--- config.mk ---
export PLATFORM = sky130hd
export DESIGN_NAME = vram_cycle_sequencer
export DESIGN_NICKNAME = d
export VERILOG_FILES = /design/src/design/vdp_vram_pkg.sv /design/src/design/vram_cycle_sequencer.sv
export SDC_FILE = /design/constraint.sdc
export NUM_CORES = 1
export LEC_CHECK = 0
export BUFFER_PORTS_ARGS = -buffer_cell sky130_fd_sc_hd__buf_2
export CAP_MARGIN = 30
export CELL_PAD_IN_SITES_DETAIL_PLACEMENT = 1
export CELL_PAD_IN_SITES_GLOBAL_PLACEMENT = 1
export CORE_ASPECT_RATIO = 0.8
export CORE_MARGIN = 4
export CORE_UTILIZATION = 36
export DETAILED_ROUTE_END_ITERATION = 12
export PLACE_DENSITY = 0.81
export SETUP_SLACK_MARGIN = 0.3
export SLEW_MARGIN = 20
export SYNTH_ARGS = -nofsm -noshare
export SYNTH_HDL_FRONTEND = slang
export SYNTH_SLANG_ARGS = --single-unit
--- constraint.sdc ---
create_clock -name MCLK -period 4.1 [get_ports MCLK]
set_input_delay 0.205 -clock MCLK [delete_from_list [all_inputs] [get_ports MCLK]]
set_output_delay 0.205 -clock MCLK [all_outputs]
set_load 0.1 [all_outputs]
--- src/design/vdp_vram_pkg.sv ---
package vdp_vram_pkg;

	//##########################################################################
	// Sizes.
	//##########################################################################

	// Array address width: row byte on top of column byte.
	localparam int RAM_AW = 16;

	// Default width of the line fetch byte count.
	localparam int LINE_CNT_W = 8;

	//##########################################################################
	// Basic types.
	//##########################################################################

	typedef logic [RAM_AW-1:0] vram_addr_t;
	typedef logic [7:0] vram_data_t;

	// Cycle kinds run by the sequencer.
	typedef enum logic [1:0]
	{
		OP_READ  = 2'd0,
		OP_WRITE = 2'd1,
		OP_XFER  = 2'd2
	} vram_op_e;

	// One random or transfer request.
	typedef struct packed
	{
		vram_op_e op;
		vram_addr_t addr;
		vram_data_t wdata;
	} vram_req_t;

	// Read response, echoes the address.
	typedef struct packed
	{
		vram_addr_t addr;
		vram_data_t data;
	} vram_rsp_t;

	// Line fetch: start address and byte count.
	typedef struct packed
	{
		vram_addr_t addr;
		logic [LINE_CNT_W-1:0] count;
	} line_req_t;

endpackage

--- src/design/vram_cycle_sequencer.sv ---
`timescale 1ns/100ps

module vram_cycle_sequencer
	import vdp_vram_pkg::*;
	(
	input  logic MCLK,
	input  logic i_rst,
	input  vram_req_t i_req,
	input  logic i_req_valid,
	output logic o_req_ready,
	output vram_rsp_t o_rsp,
	output logic o_rsp_valid,
	input  logic i_rsp_ready,
	input  vram_req_t i_xfer,
	input  logic i_xfer_valid,
	output logic o_xfer_done,
	output logic o_ras,
	output logic o_cas,
	output logic o_we,
	output logic o_oe,
	output vram_data_t o_ad,
	output vram_data_t o_wd,
	input  vram_data_t i_rd,
	input  logic i_rd_d
	);

	// Longest wait for chip read data.
	localparam int RD_WAIT = 4;

	typedef enum logic [2:0]
	{
		S_IDLE,
		S_ROW,
		S_COL,
		S_STRB,
		S_PRE
	} seq_state_e;

	seq_state_e state;
	// Request being played out.
	vram_req_t cur;
	logic [$clog2(RD_WAIT)-1:0] wait_cnt;

	logic take_xfer;
	logic take_req;
	logic rd_timeout;
	logic rd_done;

	//##########################################################################
	// Arbitration.
	//##########################################################################

	// Transfer wins; blocked in the done cycle so it is not taken twice.
	assign take_xfer = (state == S_IDLE) && i_xfer_valid && !o_xfer_done;
	// No random request while a response waits.
	assign o_req_ready = (state == S_IDLE) && !o_rsp_valid && !take_xfer;
	assign take_req = o_req_ready && i_req_valid;

	// Read wait ends on chip data valid or on the bound.
	assign rd_timeout = (state == S_STRB) && (cur.op == OP_READ) && i_rd_d &&
		(wait_cnt == $bits(wait_cnt)'(RD_WAIT-1));
	assign rd_done = (state == S_STRB) && (cur.op == OP_READ) && (!i_rd_d || rd_timeout);

	//##########################################################################
	// Strobe FSM.
	//##########################################################################

	always_ff @(posedge MCLK)
	begin
		if (i_rst)
		begin
			state <= S_IDLE;
			o_ras <= 1'b1;
			o_cas <= 1'b1;
			o_we <= 1'b1;
			o_oe <= 1'b1;
			o_rsp_valid <= 1'b0;
			o_xfer_done <= 1'b0;
			wait_cnt <= '0;
		end
		else
		begin
			o_xfer_done <= 1'b0;
			if (o_rsp_valid && i_rsp_ready)
			begin
				o_rsp_valid <= 1'b0;
			end

			case (state)
			S_IDLE:
			begin
				// Row phase; OE low at RAS fall marks a transfer.
				if (take_xfer)
				begin
					o_ras <= 1'b0;
					o_oe <= 1'b0;
					state <= S_ROW;
				end
				else if (take_req)
				begin
					o_ras <= 1'b0;
					state <= S_ROW;
				end
			end
			S_ROW:
			begin
				// Column phase.
				o_cas <= 1'b0;
				state <= S_COL;
			end
			S_COL:
			begin
				// Strobe phase, or OE release for a transfer.
				case (cur.op)
				OP_WRITE: o_we <= 1'b0;
				OP_READ: o_oe <= 1'b0;
				default: o_oe <= 1'b1;
				endcase
				wait_cnt <= '0;
				state <= S_STRB;
			end
			S_STRB:
			begin
				if ((cur.op == OP_READ) && !rd_done)
				begin
					wait_cnt <= wait_cnt + 1'b1;
				end
				else
				begin
					if (cur.op == OP_READ)
					begin
						o_rsp_valid <= 1'b1;
					end
					o_ras <= 1'b1;
					o_cas <= 1'b1;
					o_we <= 1'b1;
					o_oe <= 1'b1;
					state <= S_PRE;
				end
			end
			S_PRE:
			begin
				// Precharge, then report the transfer.
				if (cur.op == OP_XFER)
				begin
					o_xfer_done <= 1'b1;
				end
				state <= S_IDLE;
			end
			default:
			begin
				state <= S_IDLE;
			end
			endcase
		end
	end

	//##########################################################################
	// Payload: address mux, write data, read capture.
	//##########################################################################

	always_ff @(posedge MCLK)
	begin
		if (take_xfer)
		begin
			cur <= i_xfer;
			o_ad <= i_xfer.addr[15:8];
		end
		else if (take_req)
		begin
			cur <= i_req;
			o_ad <= i_req.addr[15:8];
			o_wd <= i_req.wdata;
		end
		// Column goes out with CAS.
		if (state == S_ROW)
		begin
			o_ad <= cur.addr[7:0];
		end
		if (rd_done)
		begin
			o_rsp.addr <= cur.addr;
			o_rsp.data <= i_rd;
		end
	end

	// Stalled client request must hold.
	a_req_stable: assert property (@(posedge MCLK) disable iff (i_rst)
		(i_req_valid && !o_req_ready) |=> (i_req_valid && $stable(i_req)))
		else $error("sequencer: request changed while stalled");

	// Chip must answer reads within the bound.
	a_rd_wait: assert property (@(posedge MCLK) disable iff (i_rst) !rd_timeout)
		else $error("sequencer: read data wait expired");

endmodule

Yosys cells after proc, flatten, opt, wreduce, memory -nomap -nowiden
Cells that the tools add are included.
- logic and storage cells: 89
- output and inout port bits: 47
- input bits: 66
- register bits: 69
- equality and inequality tests: 13
- add/subtract/negate cells: 1
- multiplexer cells: 26
- bitwise gates (word level): 2
- reduce and logical (&&, ||, !) cells: 33
- operators with widths (operator ; count):
    $mux 26 ; 2
    $mux 8 ; 3
    $pmux 3 s4 ; 1
    $logic_and 1x1->1 ; 11
    $mux 1 ; 10
    $mux 3 ; 3
    $ne 2x2->1 const B ; 4
    $pmux 1 s2 ; 4
    $reduce_and 2->1 ; 4
    $reduce_bool 2->1 ; 4
    $eq 3x2->1 const B ; 2
    $reduce_and 3->1 ; 2
    $reduce_bool 3->1 ; 2
    $logic_not 1->1 ; 5
    $eq 2x2->1 const B ; 2
    $pmux 2 s2 ; 1
    $reduce_and 4->1 ; 1
    $eq 3x1->1 const B ; 1
    $eq 3x3->1 const B ; 1
    $logic_not 3->1 ; 1
    $ne 3x3->1 const B ; 1
    $pmux 1 s3 ; 1
    $add 2x1->2 const B ; 1
    $eq 2x1->1 const B ; 1
    6 further kinds ; 7

Depth between registers and ports, before layout
- depth after elaboration: 10
- mapped depth: 7

Worst setup path after synthesis
No wires, ideal clock.
- kind: register -> register
- from: register state[0]
- to: register o_rsp[0] (netlist name) (enable)
- setup slack: 0.510 ns
- cell stages (with the launch flop): 5
- data arrival time: 3.121 ns
- required time: 3.631 ns
- buffers on the path: 1
- setup time: 0.469 ns
- cells stage by stage: dfxtp_1 -> buf_4 -> nor2b_4 -> o21ai_0 -> nor4_1
- longest elaborated chain between the ends: 6
- RTL lines (what ; RTL line ; source):
    from (decl) ; vram_cycle_sequencer.sv:39 ; seq_state_e state;
    from (signal assigned) ; vram_cycle_sequencer.sv:72 ; state <= S_IDLE;
    from (signal assigned) ; vram_cycle_sequencer.sv:97 ; state <= S_ROW;
    from (signal assigned) ; vram_cycle_sequencer.sv:102 ; state <= S_ROW;
    $eq 3x2->1 * ; vram_cycle_sequencer.sv:60, vram_cycle_sequencer.sv:62 ;
    $logic_and 1x1->1 * ; vram_cycle_sequencer.sv:60, vram_cycle_sequencer.sv:62 ;
    $logic_and 1x1->1 (2 in a row) ; vram_cycle_sequencer.sv:60 ; assign rd_timeout = (state == S_STRB) && (cur.op == OP_READ) && i_rd_d &&
    $logic_or 1x1->1 ; vram_cycle_sequencer.sv:62 ; assign rd_done = (state == S_STRB) && (cur.op == OP_READ) && (!i_rd_d || rd_timeout);
    $logic_and 1x1->1 * ; vram_cycle_sequencer.sv:62 ;
    net rd_done ; vram_cycle_sequencer.sv:47 ; logic rd_done;
    to (decl) ; vram_cycle_sequencer.sv:11 ; output vram_rsp_t o_rsp,
The timed path passes the listed nets; every way through them passes the cells marked *.
A chain may end at the register's enable or synchronous reset.

Worst setup path after layout
Ends and elaborated chain as after synthesis.

==> results.md <==
- CP endpoint kind: flip-flop
- Cell Rows: 27
- Unique masters post-synth: 37
- Worst Path Arrival: 2.31 ns
- Cts repair resizes: 0
- Number of I/O pins: 113
- TritonRoute pass-1 iters: 4
- Switching Share: 34.1%
- Die area: 8850 µm²
- Routed WL: 6430 µm
- Setup crit start kind: flip-flop
- Setup TNS: 0 ns
- Count leader, synth: nand2_1
- Clk_skew: 0.00607 ns
- Crit path required time: 4.11 ns
- Initial DRC count: 133
- Synth area leader: edfxtp_1
- Setup violations, final: 0
- IO buf count: 104
- Seq pwr share: 48.1%
- First-pass GRT wire length: 10600 µm
- Gpl congestion: 0.805
- Post-CTS Setup Inserts: 0
- GRT Residual Overflow: 0
- Sequential-to-total area share from yosys stat: 73.6%
- Crit path max-delay family: simple AND/OR/NAND/NOR gates
- Synthesis Warnings: 0
- Fmax: 0.435 GHz
- Clk root buf: clkbuf_8
- Layout cells sized above 1: 39.7%
- Largest net degree at the start of global routing: 20
- Clk sink count: 69
- Post-synth top cells: 62 x nand2_1, 58 x edfxtp_1, 11 x a31oi_1, 11 x dfxtp_1, 10 x nor2_1
- Worst path cell trace: nor2b_4 > o21ai_0 > nor4_2 > buf_4
- Peak supply drop: 0.000216 V
- Average routed wire per standard cell: 15.9 µm
- Post-CTS Hold Fix Bufs: 0
- Cell Int Power: 0.00121 W
- Die Span X: 104 µm
- DR DRC count: 0
- Max Cap Viol: 0
- CTS clock-pin slew for the worst setup and hold paths: 0.07 ns
- Placed Instances: 388
- Num CTS Buffers: 9
- CP max-delay cell: nor4_2
- Via count: 1909
- #FFs+latches synth: 69
- Slowest cell delay on critical path: 0.60 ns
- Placed standard-cell area: 3250 µm²
- Main synth FF type: edfxtp_1
- Crit-path max FO: 19
- H-tree depth: 3
- Comb pwr share: 22.9%
- Least-Margin Pin Slew: 0.778 ns
- RSZ-0062 raised after global routing: no
- Top post-synthesis cells by area: edfxtp_1 65%, nand2_1 8.7%, dfxtp_1 8.3%
- Crit Path Class: flip-flop to flip-flop
- CTS Buffer Depth: 2
- CORE AREA: 7030 µm²
- Worst slew margin: 47.7%
- Non-filler cells, final: 404
- Syn nets: 272
- Netlist Area Pre-Place: 2670 µm²
- Clock Latency Late Sink: 0.33 ns
- Vias in the first global route: 2108
- Final hold vios: 0
- Post-synth EDFFs: 58
- Synth-to-Final Area Change: 29.2%
- GRT Overall Usage: 15.1%
- Crit path buffers/inverters: 1
- Antenna viol nets, final: 0
- Starting Density: 37.9%
- Lkg Pwr: 1.48 nW
- Crit share post-route: 56.1%
- CTS tree: yes
- Via density: 4.73
- Hold WC Path Type: input pin to flip-flop
- Syn Area/Cell: 13.0 µm²
- Post-DP HPWL: 4730 µm
- Async set-reset flop share out of synthesis: 0%
- Die Y: 85.0 µm
- Status: completed
- Crit path time final: 2.30 ns
- Clock network fraction of total power: 29.0%
- Fin area: 3440 µm²
- Initial antenna violation count: 0
- Final Net Count: 379
- Fin. max-slew vios: 0
- NetSw: 0.000625 W
- Yosys top cell area share: 65.4%
- Pwr dens: 531 nW/µm²
- Layout Utilization: 49.0%
- Antenna diodes: 0
- Mapped Cells: 205
[sequential cells by signal (all words and copies together) (netlist names)]
signal,count
o_rsp,24
cur,18
o_ad,8
o_wd,8
state,3
wait_cnt,2
o_cas,1
o_oe,1
o_ras,1
o_rsp_valid,1
o_we,1
o_xfer_done,1
[cells in the final DEF, fill, tap and decap left out, types with 2 or more instances in the layout]
cell,synthesis,routed
buf_2,3,104
nand2_1,62,62
edfxtp_1,58,58
a31oi_1,11,11
dfxtp_1,11,11
nor2_1,10,10
clkbuf_8,0,9
inv_1,5,5
nor2b_1,4,4
o21ai_0,4,4
nand2b_1,2,2
and3_1,2,2
a21o_1,2,2
a21oi_1,2,2
nor3_1,2,2
o32ai_1,2,2
clkinvlp_4,0,2
[per-layer routing]
| metal | global-route usage [%] | vias to the layer above | share of wire (%) |
|---|---|---|---|
| li1 | - | 944 | - |
| met1 | 18.7 | 889 | 46 |
| met2 | 25.5 | 71 | 47 |
| met3 | 4.79 | 5 | 6.0 |
| met4 | 4.35 | 0 | 1.0 |
| met5 | 0 | - | 0 |
[cell families after synthesis]
| group | Yosys count | share of synthesized area (%) |
|---|---|---|
| mux | 1 | 0.376 |
| buf+inv | 14 | 2.72 |
| flops | 69 | 73.6 |
| compound gates | 27 | 6.67 |
| fa+ha+maj | 1 | 0.469 |
| simple gates | 93 | 16.2 |
[final timing paths]
kind / from / endpoint / slack, ns / depth (start not counted)
setup / recovery: state[0] / o_rsp[0] / 1.80 / 4
setup reg to reg: state[0] / o_rsp[0] / 1.80 / 4
hold reg to reg: cur[18] / o_rsp[18] / 0.42 / 0
hold / removal: i_req[7] / o_wd[7] / 0.05 / 1
[power groups by stage]
stage	clock network, W	registers [W]	logic [W]
after CTS	0.000551	0.000882	0.000422
final	0.000531	0.000881	0.000419
after floorplan	0	0.00110	0.000126
after detailed placement	0	0.000897	0.000421
after global placement	0	0.000893	0.000411
after global routing	0.000583	0.000889	0.000446
[metrics by stage]
stage / setup slack [ns] / total power, W / hold slack (ns)
after detailed placement: 1.80 / 0.00132 / 0.385
after global routing: 1.54 / 0.00192 / 0.0241
after floorplan: 0.510 / 0.00122 / 0.304
after global placement: 1.81 / 0.00130 / 0.382
final: 1.80 / 0.00183 / 0.0520
after CTS: 1.76 / 0.00185 / 0.0317
[final cells by class]
| cell class | instances | area, µm² |
|---|---|---|
| inverters | 5 | 18.8 |
| multi-input cells | 122 | 637 |
| flip-flops and latches | 69 | 1960 |
| repair buffers | 105 | 528 |
| well taps | 87 | 109 |
| clock inverters | 6 | 62.6 |
| fillers | 798 | 3580 |
| clock buffers | 10 | 128 |
(Power assumes the default switching activity.)
