<file path="config.mk">
export PLATFORM = sky130hd
export DESIGN_NAME = vram_serial_reader
export DESIGN_NICKNAME = d
export VERILOG_FILES = /design/src/design/vdp_vram_pkg.sv /design/src/design/vram_serial_reader.sv
export SDC_FILE = /design/constraint.sdc
export NUM_CORES = 1
export LEC_CHECK = 0
export BUFFER_PORTS_ARGS = -buffer_cell sky130_fd_sc_hd__buf_2
export CAP_MARGIN = 0
export CELL_PAD_IN_SITES_DETAIL_PLACEMENT = 1
export CELL_PAD_IN_SITES_GLOBAL_PLACEMENT = 2
export CORE_ASPECT_RATIO = 0.7
export CORE_MARGIN = 2
export CORE_UTILIZATION = 30
export CTS_CLUSTER_SIZE = 40
export DETAILED_ROUTE_END_ITERATION = 8
export MAX_ROUTING_LAYER = met4
export PLACE_DENSITY_LB_ADDON = 0.25
export REMOVE_ABC_BUFFERS = 1
export SLEW_MARGIN = 20
export SYNTH_ARGS = -nofsm -noshare
export SYNTH_HDL_FRONTEND = slang
export SYNTH_SLANG_ARGS = --single-unit
</file>
<file path="constraint.sdc">
create_clock -name MCLK -period 2.3 [get_ports MCLK]
set_clock_uncertainty 0.05 [all_clocks]
set_input_delay 0.23 -clock MCLK [delete_from_list [all_inputs] [get_ports MCLK]]
set_output_delay 0.23 -clock MCLK [all_outputs]
set_load 0.005 [all_outputs]
</file>
<file path="src/design/vdp_vram_pkg.sv">
package vdp_vram_pkg;

	//##########################################################################
	// Sizes.
	//##########################################################################

	// Array address width: row byte on top of column byte.
	localparam int RAM_AW = 16;

	// Default width of the line fetch byte count.
	localparam int LINE_CNT_W = 8;

	//##########################################################################
	// Basic types.
	//##########################################################################

	typedef logic [RAM_AW-1:0] vram_addr_t;
	typedef logic [7:0] vram_data_t;

	// Cycle kinds run by the sequencer.
	typedef enum logic [1:0]
	{
		OP_READ  = 2'd0,
		OP_WRITE = 2'd1,
		OP_XFER  = 2'd2
	} vram_op_e;

	// One random or transfer request.
	typedef struct packed
	{
		vram_op_e op;
		vram_addr_t addr;
		vram_data_t wdata;
	} vram_req_t;

	// Read response, echoes the address.
	typedef struct packed
	{
		vram_addr_t addr;
		vram_data_t data;
	} vram_rsp_t;

	// Line fetch: start address and byte count.
	typedef struct packed
	{
		vram_addr_t addr;
		logic [LINE_CNT_W-1:0] count;
	} line_req_t;

endpackage

</file>
<file path="src/design/vram_serial_reader.sv">
`timescale 1ns/100ps

module vram_serial_reader
	import vdp_vram_pkg::*;
	#(
	parameter int LINE_CNT_W = vdp_vram_pkg::LINE_CNT_W
	)
	(
	input  logic MCLK,
	input  logic i_rst,
	input  line_req_t i_line,
	input  logic i_line_valid,
	output logic o_line_ready,
	output vram_req_t o_xfer,
	output logic o_xfer_valid,
	input  logic i_xfer_done,
	output logic o_sc,
	output logic o_se,
	input  vram_data_t i_sd,
	input  logic i_sd_d,
	output vram_data_t o_pix,
	output logic o_pix_valid,
	input  logic i_pix_ready
	);

	typedef enum logic [1:0]
	{
		R_IDLE,
		R_XFER,
		R_SETTLE,
		R_RUN
	} rd_state_e;

	rd_state_e state;
	// Bytes still to clock out and still to hand over.
	logic [LINE_CNT_W-1:0] req_left;
	logic [LINE_CNT_W-1:0] out_left;
	logic settle_cnt;
	// SC pulse done but chip byte not taken yet.
	logic pend;

	logic held;
	logic sd_take;
	logic sc_fire;
	logic pix_acc;

	assign o_line_ready = (state == R_IDLE);

	// Byte stuck under back-pressure.
	assign held = o_pix_valid && !i_pix_ready;
	assign pix_acc = o_pix_valid && i_pix_ready;
	// Take chip byte once the slot frees.
	assign sd_take = pend && !i_sd_d && !held;
	// Next pulse only when the previous byte leaves this edge.
	assign sc_fire = (state == R_RUN) && (req_left != '0) && !o_sc && !held &&
		(!pend || sd_take);

	always_ff @(posedge MCLK)
	begin
		if (i_rst)
		begin
			state <= R_IDLE;
			o_xfer_valid <= 1'b0;
			o_sc <= 1'b0;
			o_se <= 1'b1;
			o_pix_valid <= 1'b0;
			pend <= 1'b0;
			settle_cnt <= 1'b0;
			req_left <= '0;
			out_left <= '0;
		end
		else
		begin
			// One clock high and at least one low.
			o_sc <= sc_fire;
			if (sc_fire)
			begin
				req_left <= req_left - 1'b1;
			end
			if (o_sc)
			begin
				pend <= 1'b1;
			end
			else if (sd_take)
			begin
				pend <= 1'b0;
			end
			if (sd_take)
			begin
				o_pix_valid <= 1'b1;
			end
			else if (pix_acc)
			begin
				o_pix_valid <= 1'b0;
			end
			if (pix_acc)
			begin
				out_left <= out_left - 1'b1;
			end

			case (state)
			R_IDLE:
			begin
				if (i_line_valid)
				begin
					o_xfer_valid <= 1'b1;
					o_se <= 1'b0;
					req_left <= LINE_CNT_W'(i_line.count);
					out_left <= LINE_CNT_W'(i_line.count);
					state <= R_XFER;
				end
			end
			R_XFER:
			begin
				if (i_xfer_done)
				begin
					o_xfer_valid <= 1'b0;
					settle_cnt <= 1'b0;
					state <= R_SETTLE;
				end
			end
			R_SETTLE:
			begin
				// Two clocks for the serial port read.
				settle_cnt <= ~settle_cnt;
				if (settle_cnt)
				begin
					state <= R_RUN;
				end
			end
			default:
			begin
				// Line done once every byte is taken.
				if (out_left == '0)
				begin
					o_se <= 1'b1;
					state <= R_IDLE;
				end
			end
			endcase
		end
	end

	// Payload registers.
	always_ff @(posedge MCLK)
	begin
		if ((state == R_IDLE) && i_line_valid)
		begin
			o_xfer.op <= OP_XFER;
			o_xfer.addr <= i_line.addr;
			o_xfer.wdata <= '0;
		end
		if (sd_take)
		begin
			o_pix <= i_sd;
		end
	end

	// An SC pulse never runs while the previous chip byte still waits.
	a_no_sc_held: assert property (@(posedge MCLK) disable iff (i_rst)
		o_sc |-> !pend)
		else $error("reader: SC pulsed with a chip byte still pending");

endmodule

</file>
After elaboration in Yosys (flattened, before gate mapping)

Index checks and enable logic that the tools add are counted.

Add/subtract/negate cells: 2
Bitwise operators: 2
Eq/ne operators: 6
Reduce and logical (&&, ||, !) cells: 29
Multiply operators: 0
Multiplexer cells: 22
Order comparisons: 0
Shift operators: 0
Div/mod/pow operators: 0

Operators with widths:

| operator              | count |
|---|---|
| $mux W8               | 6 |
| $sub A8 B1 Y8 const B | 2 |
| $reduce_bool A2 Y1    | 5 |
| $logic_and A1 B1 Y1   | 9 |
| $logic_not A8 Y1      | 1 |
| $mux W1               | 8 |
| $mux W2               | 4 |
| $reduce_bool A8 Y1    | 1 |
| $ne A2 B2 Y1 const B  | 3 |
| $pmux W1 S2           | 3 |
| $pmux W2 S3           | 1 |
| $reduce_and A3 Y1     | 2 |
| $logic_not A1 Y1      | 5 |
| $eq A2 B2 Y1 const B  | 2 |
| $reduce_and A4 Y1     | 1 |
| $reduce_bool A4 Y1    | 1 |
| $eq A2 B1 Y1 const B  | 1 |
| $logic_not A2 Y1      | 1 |
| $not A1 Y1            | 2 |
| $reduce_and A2 Y1     | 1 |
| $reduce_or A2 Y1      | 1 |
| $logic_or A1 B1 Y1    | 1 |

Register bits: 48
Memories kept: 0
ROM bits: 0
Input port bits: 38
Output and inout port bits: 39
Bits in latches: 0
RAM bits: 0

Logic depth before layout (Yosys ltp)

Gate-level depths: netlist (run 1).

Depth after elaboration: 9
Gate-level depth with buffers: 6
Depth with buffers taken out: 6

Worst setup path after synthesis (run 1)

No wires, ideal clock.

Kind: register to register
From: reg req_left[4]
To: reg req_left[7]
Path slack: 518 ps
Library setup time: 74 ps
Clock period less this slack: 1,782 ps
Buffers on the path: 0
Required time: 2,176 ps
Stages on the path, launching flop included: 5
Arrival time: 1,658 ps
Path through: dfxtp_1 or4_4 or2_0 or4_1 a31oi_1

Cells in the longest elaborated chain, start to end: 8
Elaborated cells on any way between the ends: 9

RTL lines:

| what                                                                  | line                      | source |
|---|---|---|
| start: declaration                                                    | vram_serial_reader.sv:36  | `logic [LINE_CNT_W-1:0] req_left;` |
| start signal: assignment                                              | vram_serial_reader.sv:78  | `req_left <= req_left - 1'b1;` |
| start signal: assignment                                              | vram_serial_reader.sv:108 | `req_left <= LINE_CNT_W'(i_line.count);` |
| parallel branches: the longest is 5 deep, another holds $sub A8 B1 Y8 | --                        |  |
| $mux W8 (*)                                                           | vram_serial_reader.sv:76  | `if (sc_fire)` |
| $mux W8                                                               | vram_serial_reader.sv:104 | `if (i_line_valid)` |
| $mux W8 (*)                                                           | vram_serial_reader.sv:101 | `case (state)` |

Mark *: on every way between the ends.
A chain may end at the register's enable or synchronous reset.

Final worst setup path (run 1)

From: reg state[1]
To: reg req_left[4]

Cells in the longest elaborated chain, start to end: 8
Elaborated cells on any way between the ends: 9

RTL lines:

| what                              | line                      | source |
|---|---|---|
| start: declaration                | vram_serial_reader.sv:34  | `rd_state_e state;` |
| start signal: assignment          | vram_serial_reader.sv:62  | `state <= R_IDLE;` |
| start signal: assignment          | vram_serial_reader.sv:110 | `state <= R_XFER;` |
| start signal: assignment          | vram_serial_reader.sv:119 | `state <= R_SETTLE;` |
| $eq A2 B2 Y1                      | vram_serial_reader.sv:55  | `assign sc_fire = (state == R_RUN) && (req_left != '0) && !o_sc && !held &&` |
| $logic_and A1 B1 Y1 (4 in series) | vram_serial_reader.sv:55  |  |
| $mux W8                           | vram_serial_reader.sv:76  |  |
| $mux W8                           | vram_serial_reader.sv:104 |  |
| $mux W8 (*)                       | vram_serial_reader.sv:101 |  |

Mark *: on every way between the ends. The rest lies on a longest branch, timed or not.

==> results of run 1 <==
## critical path: cells and delay by family, from the launching register on
family,cells,cell delay [ns]
flip-flops,1,0.41
AO/OA/AOI/OAI,1,0.20
AND/OR/NAND/NOR,3,1.00
adder cells (fa/ha/maj),1,0.21
## worst paths after layout
kind / from / to / slack [ns] / cells after the start
max: state[1]$_SDFFE_PP0P_ / req_left[4]$_SDFF_PP0_ / 0.36 / 5
min: i_sd[4] / o_pix[4]$_DFFE_PP_ / 0.05 / 1
max reg2reg: state[1]$_SDFFE_PP0P_ / req_left[4]$_SDFF_PP0_ / 0.36 / 5
min reg2reg: o_sc$_SDFF_PP0_ / pend$_SDFFE_PP0P_ / 0.42 / 2
## logic make-up (layout without fill, tap and decap cells)
| group | after synthesis | count (layout) | share of synthesized area |
|---|---|---|---|
| xor+xnor | 7 | 7 | 0.0294 |
| simple gates | 49 | 49 | 0.135 |
| other cells | 2 | 10 | 0.00360 |
| compound gates | 47 | 47 | 0.141 |
| flops | 48 | 48 | 0.575 |
| buf+inv | 25 | 90 | 0.0635 |
| fa+ha+maj | 8 | 8 | 0.0479 |
| mux | 1 | 1 | 0.00479 |
## flip-flops by register name, indices dropped and copies added (netlist names)
signal,cells
o_sc,1
o_pix_valid,1
req_left,8
o_se,1
out_left,8
o_pix,8
pend,1
o_xfer,16
state,2
settle_cnt,1
o_xfer_valid,1
## final cells by class
| class | count | area [µm²] | share of cell area |
|---|---|---|---|
| Clock buffer | 5 | 68.8 | 0.0262 |
| Clock inverter | 3 | 46.3 | 0.0176 |
| Inverter | 11 | 41.3 | 0.0157 |
| Multi-Input combinational cell | 122 | 785 | 0.299 |
| Sequential cell | 48 | 1200 | 0.457 |
| Tap cell | 94 | 118 | 0.0448 |
| Timing Repair Buffer | 71 | 368 | 0.140 |
## stage by stage
stage	total power, W	instances	setup slack [ns]	util	hold slack, ns
2_1_floorplan	0.00164	181	0.205	-	0.249
4_1_cts	0.00259	354	0.361	0.389	0.0412
5_1_grt	0.00274	354	0.174	0.389	0.0389
3_3_place_gp	0.00194	346	0.391	0.372	0.356
3_5_place_dp	0.00195	346	0.397	0.372	0.359
6_report	0.00256	354	0.359	0.389	0.0514
## synth_stat cells (3+ instances only)
cell	number
a21oi_1	14
a31oi_1	7
buf_4	10
clkbuf_1	3
dfxtp_1	24
edfxtp_1	24
ha_1	8
inv_1	11
nand2_1	11
nand2b_1	3
nand3_1	4
nor2_1	7
nor2b_1	3
o21ai_0	11
o31ai_1	5
or3_1	4
or4_1	5
xnor2_1	3
xor2_1	4
## metal layers
metal	vias to the layer above	track usage
li1	812	-
met1	793	0.182
met2	59	0.225
met3	4	0.0328
met4	0	0.0435
met5	-	-
## power by group
group | leakage, nW | switching [W] | internal [W] | total [W]
combinational | 0.580 | 0.000436 | 0.000330 | 0.000766
sequential | 0.423 | 0.0000970 | 0.00107 | 0.00116
clock | 0.0548 | 0.000301 | 0.000328 | 0.000629
total | 1.06 | 0.000835 | 0.00173 | 0.00256
==> run_results.csv, run 1 <==
group,metric,value,unit
status,status,"complete, no violations",
placed_design,io_buffers,66,
worst_setup_path,max_stage_delay,0.48,ns
timing,rsz0062_at_grt,"no",
worst_setup_path,crit_slowest_cell,"or4_1",
detailed_routing,drt-initial-drc-count,64,
yosys,synth_top_flop_cell,"edfxtp_1",
yosys,syn_area,2090,µm²
clocking,cts_made_buffers,5,
floorplanning,dieArea,7660,µm²
floorplanning,coreArea,6760,µm²
floorplanning,initial_core_util,0.309,
global_route,antenna_found_initial,0,
hold_path,hold_class,"primary input to register",
pwr,peakVddDrop,363,µV
placed_design,place.gp.congestion,0.747,
global_route,grt_max_degree,19,
clocking,ctsHoldBuffers,0,
detailed_routing,drt_wl_total,5040,µm
clocking,clock_tree.htree_level_count,2,
yosys,ys_seq_area_frac,0.575,
cells_and_area,fin_nets,305,
floorplanning,die_h,73.8,µm
detailed_routing,vias,1668,
yosys,synth_edf_count,24,
timing,period_share,0.844,
worst_setup_path,crit_path_cell_trace,"ha_1, nor2b_1, nand4_1, or4_1, a31oi_1",
yosys,yosys-top-cells-area,"edfxtp_1 (35%), dfxtp_1 (23%), ha_1 (4.8%)",
floorplanning,ios,77,
detailed_routing,wl_met3,257,µm
clocking,clock_path_buffers,2,
global_route,grt_pass1_vias,1713,
global_route,grt_usage,0.142,
timing,slew_violations,0,
clocking,clock_sinks,48,
worst_setup_path,cp-start-kind,"register",
yosys,async_flop_share,0,
pwr,power.density,974,nW/µm²
cells_and_area,syn_to_final_growth,25.8,%
worst_setup_path,worstPathRequired,2.48,ns
floorplanning,die_w,104,µm
yosys,ys_types,41,
cells_and_area,antennaDiodeCount,0,
detailed_routing,ant_nets,0,
detailed_routing,highest_layer,"met4",
yosys,synth_top_area_cell,"edfxtp_1",
timing,period_needed,1.94,ns
detailed_routing,via_per_inst,4.71,
clocking,cts-root-buf,"clkbuf_8",
detailed_routing,routedLengthMet1,2580,µm
yosys,syn_inst,187,
cells_and_area,design_area,2630,µm²
floorplanning,num_rows,25,
detailed_routing,drtPass1Iterations,4,
detailed_routing,routedWlPerCell,14.2,µm
worst_setup_path,endpoint_kind,"register",
placed_design,postPlaceCellArea,2510,µm²
worst_setup_path,crit_type,"register to register",
flow_run,cap_violations,0,
yosys,yosys_warnings,0,
worst_setup_path,arrival,2.12,ns
clocking,cts_tree,"yes",
timing,max_freq,515,MHz
cells_and_area,layout_common_cells,"buf_2 (66), edfxtp_1 (24), dfxtp_1 (24)",
cells_and_area,layout_commonest_cell,"buf_2",
cells_and_area,drive_gt1_frac,0.319,
global_route,grt_remaining_overflow,0,
clocking,post_cts_buffers,0,
timing,tns,0,ns
clocking,clkTransAtPathRegs,0.10,ns
timing,worst_slew_pin_slew,0.664,ns
clocking,clk_latency,0.30,ns
detailed_routing,drc,0,
pwr,power_leakage,1.06,nW
yosys,synth_area_per_cell,11.2,µm²
placed_design,dp_hpwl,3870,µm
timing,setup_violations,0,
worst_setup_path,critPathMaxFanout,6,
yosys,synth-seq-cells,48,
timing,relSlewSlack,0.556,
yosys,synth.top_cell.area_share,0.345,
detailed_routing,dr_wl_met2,2150,µm
global_route,grt_pass1_wl,8270,µm
timing,finalHoldViolCount,0,
clocking,cts_resized,0,
cells_and_area,fill_cells,789,
Note: power is estimated with default switching activity, not from simulation.
==> inputs of run 2 (changes only) <==
--- a/config.mk
+++ b/config.mk
@@ -5,13 +5,14 @@
 export SDC_FILE = /design/constraint.sdc
 export NUM_CORES = 1
 export LEC_CHECK = 0
+export ABC_AREA = 1
 export BUFFER_PORTS_ARGS = -buffer_cell sky130_fd_sc_hd__buf_2
 export CAP_MARGIN = 0
 export CELL_PAD_IN_SITES_DETAIL_PLACEMENT = 1
 export CELL_PAD_IN_SITES_GLOBAL_PLACEMENT = 2
 export CORE_ASPECT_RATIO = 0.7
 export CORE_MARGIN = 2
-export CORE_UTILIZATION = 30
+export CORE_UTILIZATION = 25
 export CTS_CLUSTER_SIZE = 40
 export DETAILED_ROUTE_END_ITERATION = 8
 export MAX_ROUTING_LAYER = met4
==> constraint.sdc (replaced) <==
create_clock -name MCLK -period 1.6 [get_ports MCLK]
set_clock_uncertainty 0.05 [all_clocks]
set_input_delay 0.16 -clock MCLK [delete_from_list [all_inputs] [get_ports MCLK]]
set_output_delay 0.16 -clock MCLK [all_outputs]
set_load 0.005 [all_outputs]
==> run 2 against run 1 <==
Compared with the run above: first-iteration DRC count is 120% higher; area after synthesis up 9.2%; sequential power grew 53%; cell count is 39% higher; hold slack worse by 0.040 ns; die area up 29%; register-to-register slack worse by 0.25 ns.
==> run_results.csv, run 2 <==
group,metric,value,unit
global_route,grt_pass1_wl,10700,µm
yosys,syn_area,2280,µm²
placed_design,io_buffers,66,
timing,max_freq,671,MHz
timing,setup_violations,0,
detailed_routing,vias,2032,
clocking,clkTransAtPathRegs,0.07,ns
worst_setup_path,worstPathRequired,1.55,ns
placed_design,place.gp.congestion,0.788,
placed_design,dp_hpwl,4840,µm
floorplanning,coreArea,8960,µm²
floorplanning,num_rows,29,
yosys,synth.top_cell.area_share,0.316,
detailed_routing,routedWlPerCell,13.7,µm
cells_and_area,fill_cells,1074,
worst_setup_path,endpoint_kind,"register",
clocking,cts-root-buf,"clkbuf_16",
floorplanning,ios,77,
placed_design,dp_slack,0.00556,ns
yosys,ys_types,29,
global_route,antenna_found_initial,0,
clocking,clk_latency,0.29,ns
status,status,"complete, no violations",
cells_and_area,fin_nets,412,
worst_setup_path,ff2ff_setup_slack,0.11,ns
yosys,yosys-top-cells-area,"edfxtp_1 (32%), dfxtp_1 (21%), nand2_1 (9.1%)",
worst_setup_path,critPathMaxFanout,16,
cells_and_area,drive_gt1_frac,0.308,
global_route,grt_remaining_overflow,0,
pwr,p_int,0.00318,W
yosys,synth_area_per_cell,8.60,µm²
timing,slew_violations,0,
timing,setup_slack,0.111,ns
yosys,synth_edf_count,24,
timing,finalHoldViolCount,0,
worst_setup_path,cp-start-kind,"register",
pwr,clock_power_share,0.241,
pwr,peakVddDrop,390,µV
hold_path,hold_class,"primary input to register",
yosys,synth.most_common_cell,"nand2_1",
yosys,synth_top_area_cell,"edfxtp_1",
cells_and_area,antennaDiodeCount,0,
clocking,cts_made_buffers,5,
worst_setup_path,rr_endpoint,"o_xfer[22]$_DFFE_PP_",
global_route,grt_usage,0.141,
flow_run,cap_violations,0,
yosys,yosys_warnings,0,
global_route,grt_max_degree,17,
floorplanning,die_h,83.9,µm
floorplanning,dieArea,9910,µm²
pwr,comb_power_share,0.403,
hold_path,hp-start,"i_line[11]",
detailed_routing,drt_wl_total,6710,µm
cells_and_area,final_core_util,0.363,
timing,period_share,0.931,
detailed_routing,drt-initial-drc-count,142,
cells_and_area,top_register,"o_xfer",
cells_and_area,seqCellArea,1200,µm²
worst_setup_path,crit_type,"register to register",
cells_and_area,layout_commonest_cell,"buf_2",
worst_setup_path,r2r_cells,5,
worst_setup_path,r2r-start,"state[0]$_SDFFE_PP0P_",
cells_and_area,syn_to_final_growth,42.7,%
clocking,clock_path_buffers,2,
detailed_routing,ant_nets,0,
yosys,synth_common_cells,"nand2_1 (55), inv_1 (37), nor2_1 (31)",
cells_and_area,layout_common_cells,"buf_2 (66), nand2_1 (53), inv_1 (35)",
timing,period_needed,1.49,ns
timing,rsz0062_at_grt,"no",
pwr,pwr-share-seq,0.356,
pwr,power_leakage,1.55,nW
pwr,power.switching,0.00183,W
hold_path,whs_path_depth,1,
clocking,clock_tree.htree_level_count,2,
yosys,ys_seq_area_frac,0.527,
detailed_routing,via_per_inst,4.14,
yosys,synth-seq-cells,48,
cells_and_area,multiInputGateArea,902,µm²
clocking,clock_sinks,48,
cells_and_area,largest_reg_flops,16,
pwr,swShare,0.366,
yosys,syn_inst,265,
pwr,power,0.00500,W
detailed_routing,drc,0,
clocking,cts_tree,"yes",
yosys,async_flop_share,0,
floorplanning,initial_core_util,0.254,
global_route,grt_pass1_vias,2061,
pwr,power.density,1540,nW/µm²
hold_path,min_to,"o_xfer[11]$_DFFE_PP_",
worst_setup_path,arrival,1.44,ns
yosys,synth_top_flop_cell,"edfxtp_1",
floorplanning,die_w,118,µm
detailed_routing,drtPass1Iterations,4,
==> run 2: cell count changes after synthesis, moves of 5 or more <==
cell / delta
nand3_1: +13
or4_1: -5
o31ai_1: -5
nor2_1: +24
nand2_1: +44
o21ai_1: +5
nor2_2: +5
a31oi_1: -7
inv_2: +5
inv_1: +26
==> run 2: cell type report <==
class	count	share of cell area
clock buffer	5	0.0385
clock inverter	3	0.0146
inverter	43	0.0512
multi-input combinational	170	0.277
sequential	48	0.370
tap	124	0.0477
timing repair buffer	98	0.201
==> run 2: cell families after synthesis <==
kind of cell | count (synthesis) | share of synthesized area
other | 2 | 0.00329
flip-flops | 48 | 0.527
XOR/XNOR | 3 | 0.0115
AO/OA/AOI/OAI | 31 | 0.0757
adder cells (fa/ha/maj) | 8 | 0.0439
AND/OR/NAND/NOR | 117 | 0.226
buffers and inverters | 56 | 0.113
==> run 2: how the worst max path moves through the flow <==
stage | from | end | slack (ns) | cells after the start
after floorplan | state[0]$_SDFFE_PP0P_ | o_xfer_valid$_SDFFE_PP0P_ | -0.11 | 6
after global placement | state[0]$_SDFFE_PP0P_ | req_left[4]$_SDFF_PP0_ | 0.02 | 9
after detailed placement | state[0]$_SDFFE_PP0P_ | state[0]$_SDFFE_PP0P_ | 0.006 | 9
after CTS | state[0]$_SDFFE_PP0P_ | req_left[4]$_SDFF_PP0_ | 0.002 | 9
after global routing | state[0]$_SDFFE_PP0P_ | state[1]$_SDFFE_PP0P_ | 0.002 | 9
final | state[0]$_SDFFE_PP0P_ | o_xfer[22]$_DFFE_PP_ | 0.11 | 5
==> run 2: metal layers <==
layer | wire length, µm | global-route usage | vias to the layer above
met5 | 0 | - | -
met4 | 42 | 0.0274 | 0
met3 | 432 | 0.0471 | 4
met2 | 2820 | 0.215 | 66
met1 | 3410 | 0.182 | 933
li1 | - | - | 1029
==> run 2: metrics by stage <==
| step | setup TNS, ns | hold slack (ns) | cell area [µm²] | cells |
|---|---|---|---|---|
| after detailed placement | 0 | 0.289 | 2800 | 459 |
| after CTS | 0 | 0.00112 | 3190 | 489 |
| after floorplan | -1.76 | 0.179 | 2220 | 260 |
| after global placement | 0 | 0.287 | 2800 | 459 |
| final | 0 | 0.0111 | 3250 | 491 |
| after global routing | 0 | 0.0000294 | 3250 | 491 |
==> run 2: power groups by stage <==
stage          combinational [W]  sequential, W  clock, W
3_5_place_dp             0.00187        0.00180         0
6_report                 0.00202        0.00178   0.00121
4_1_cts                  0.00194        0.00177   0.00125
3_3_place_gp             0.00186        0.00179         0
2_1_floorplan            0.00114        0.00178         0
5_1_grt                  0.00231        0.00181   0.00130
==> run 2: repair_timing <==
action,in CTS,in global routing
hold buffers,22,1
pin swaps,0,1
gates cloned,0,1
hold endpoints to repair,22,1
gates resized for setup,2,13
buffers inserted,0,0
setup endpoints to repair,3,29
==> run 2: worst max-delay path: stages, from the launching register on <==
cell and delay [ns]:
dfxtp_2 0.34, inv_1 0.08, ha_1 0.23, nand2_2 0.11
inv_2 0.20, buf_12 0.18
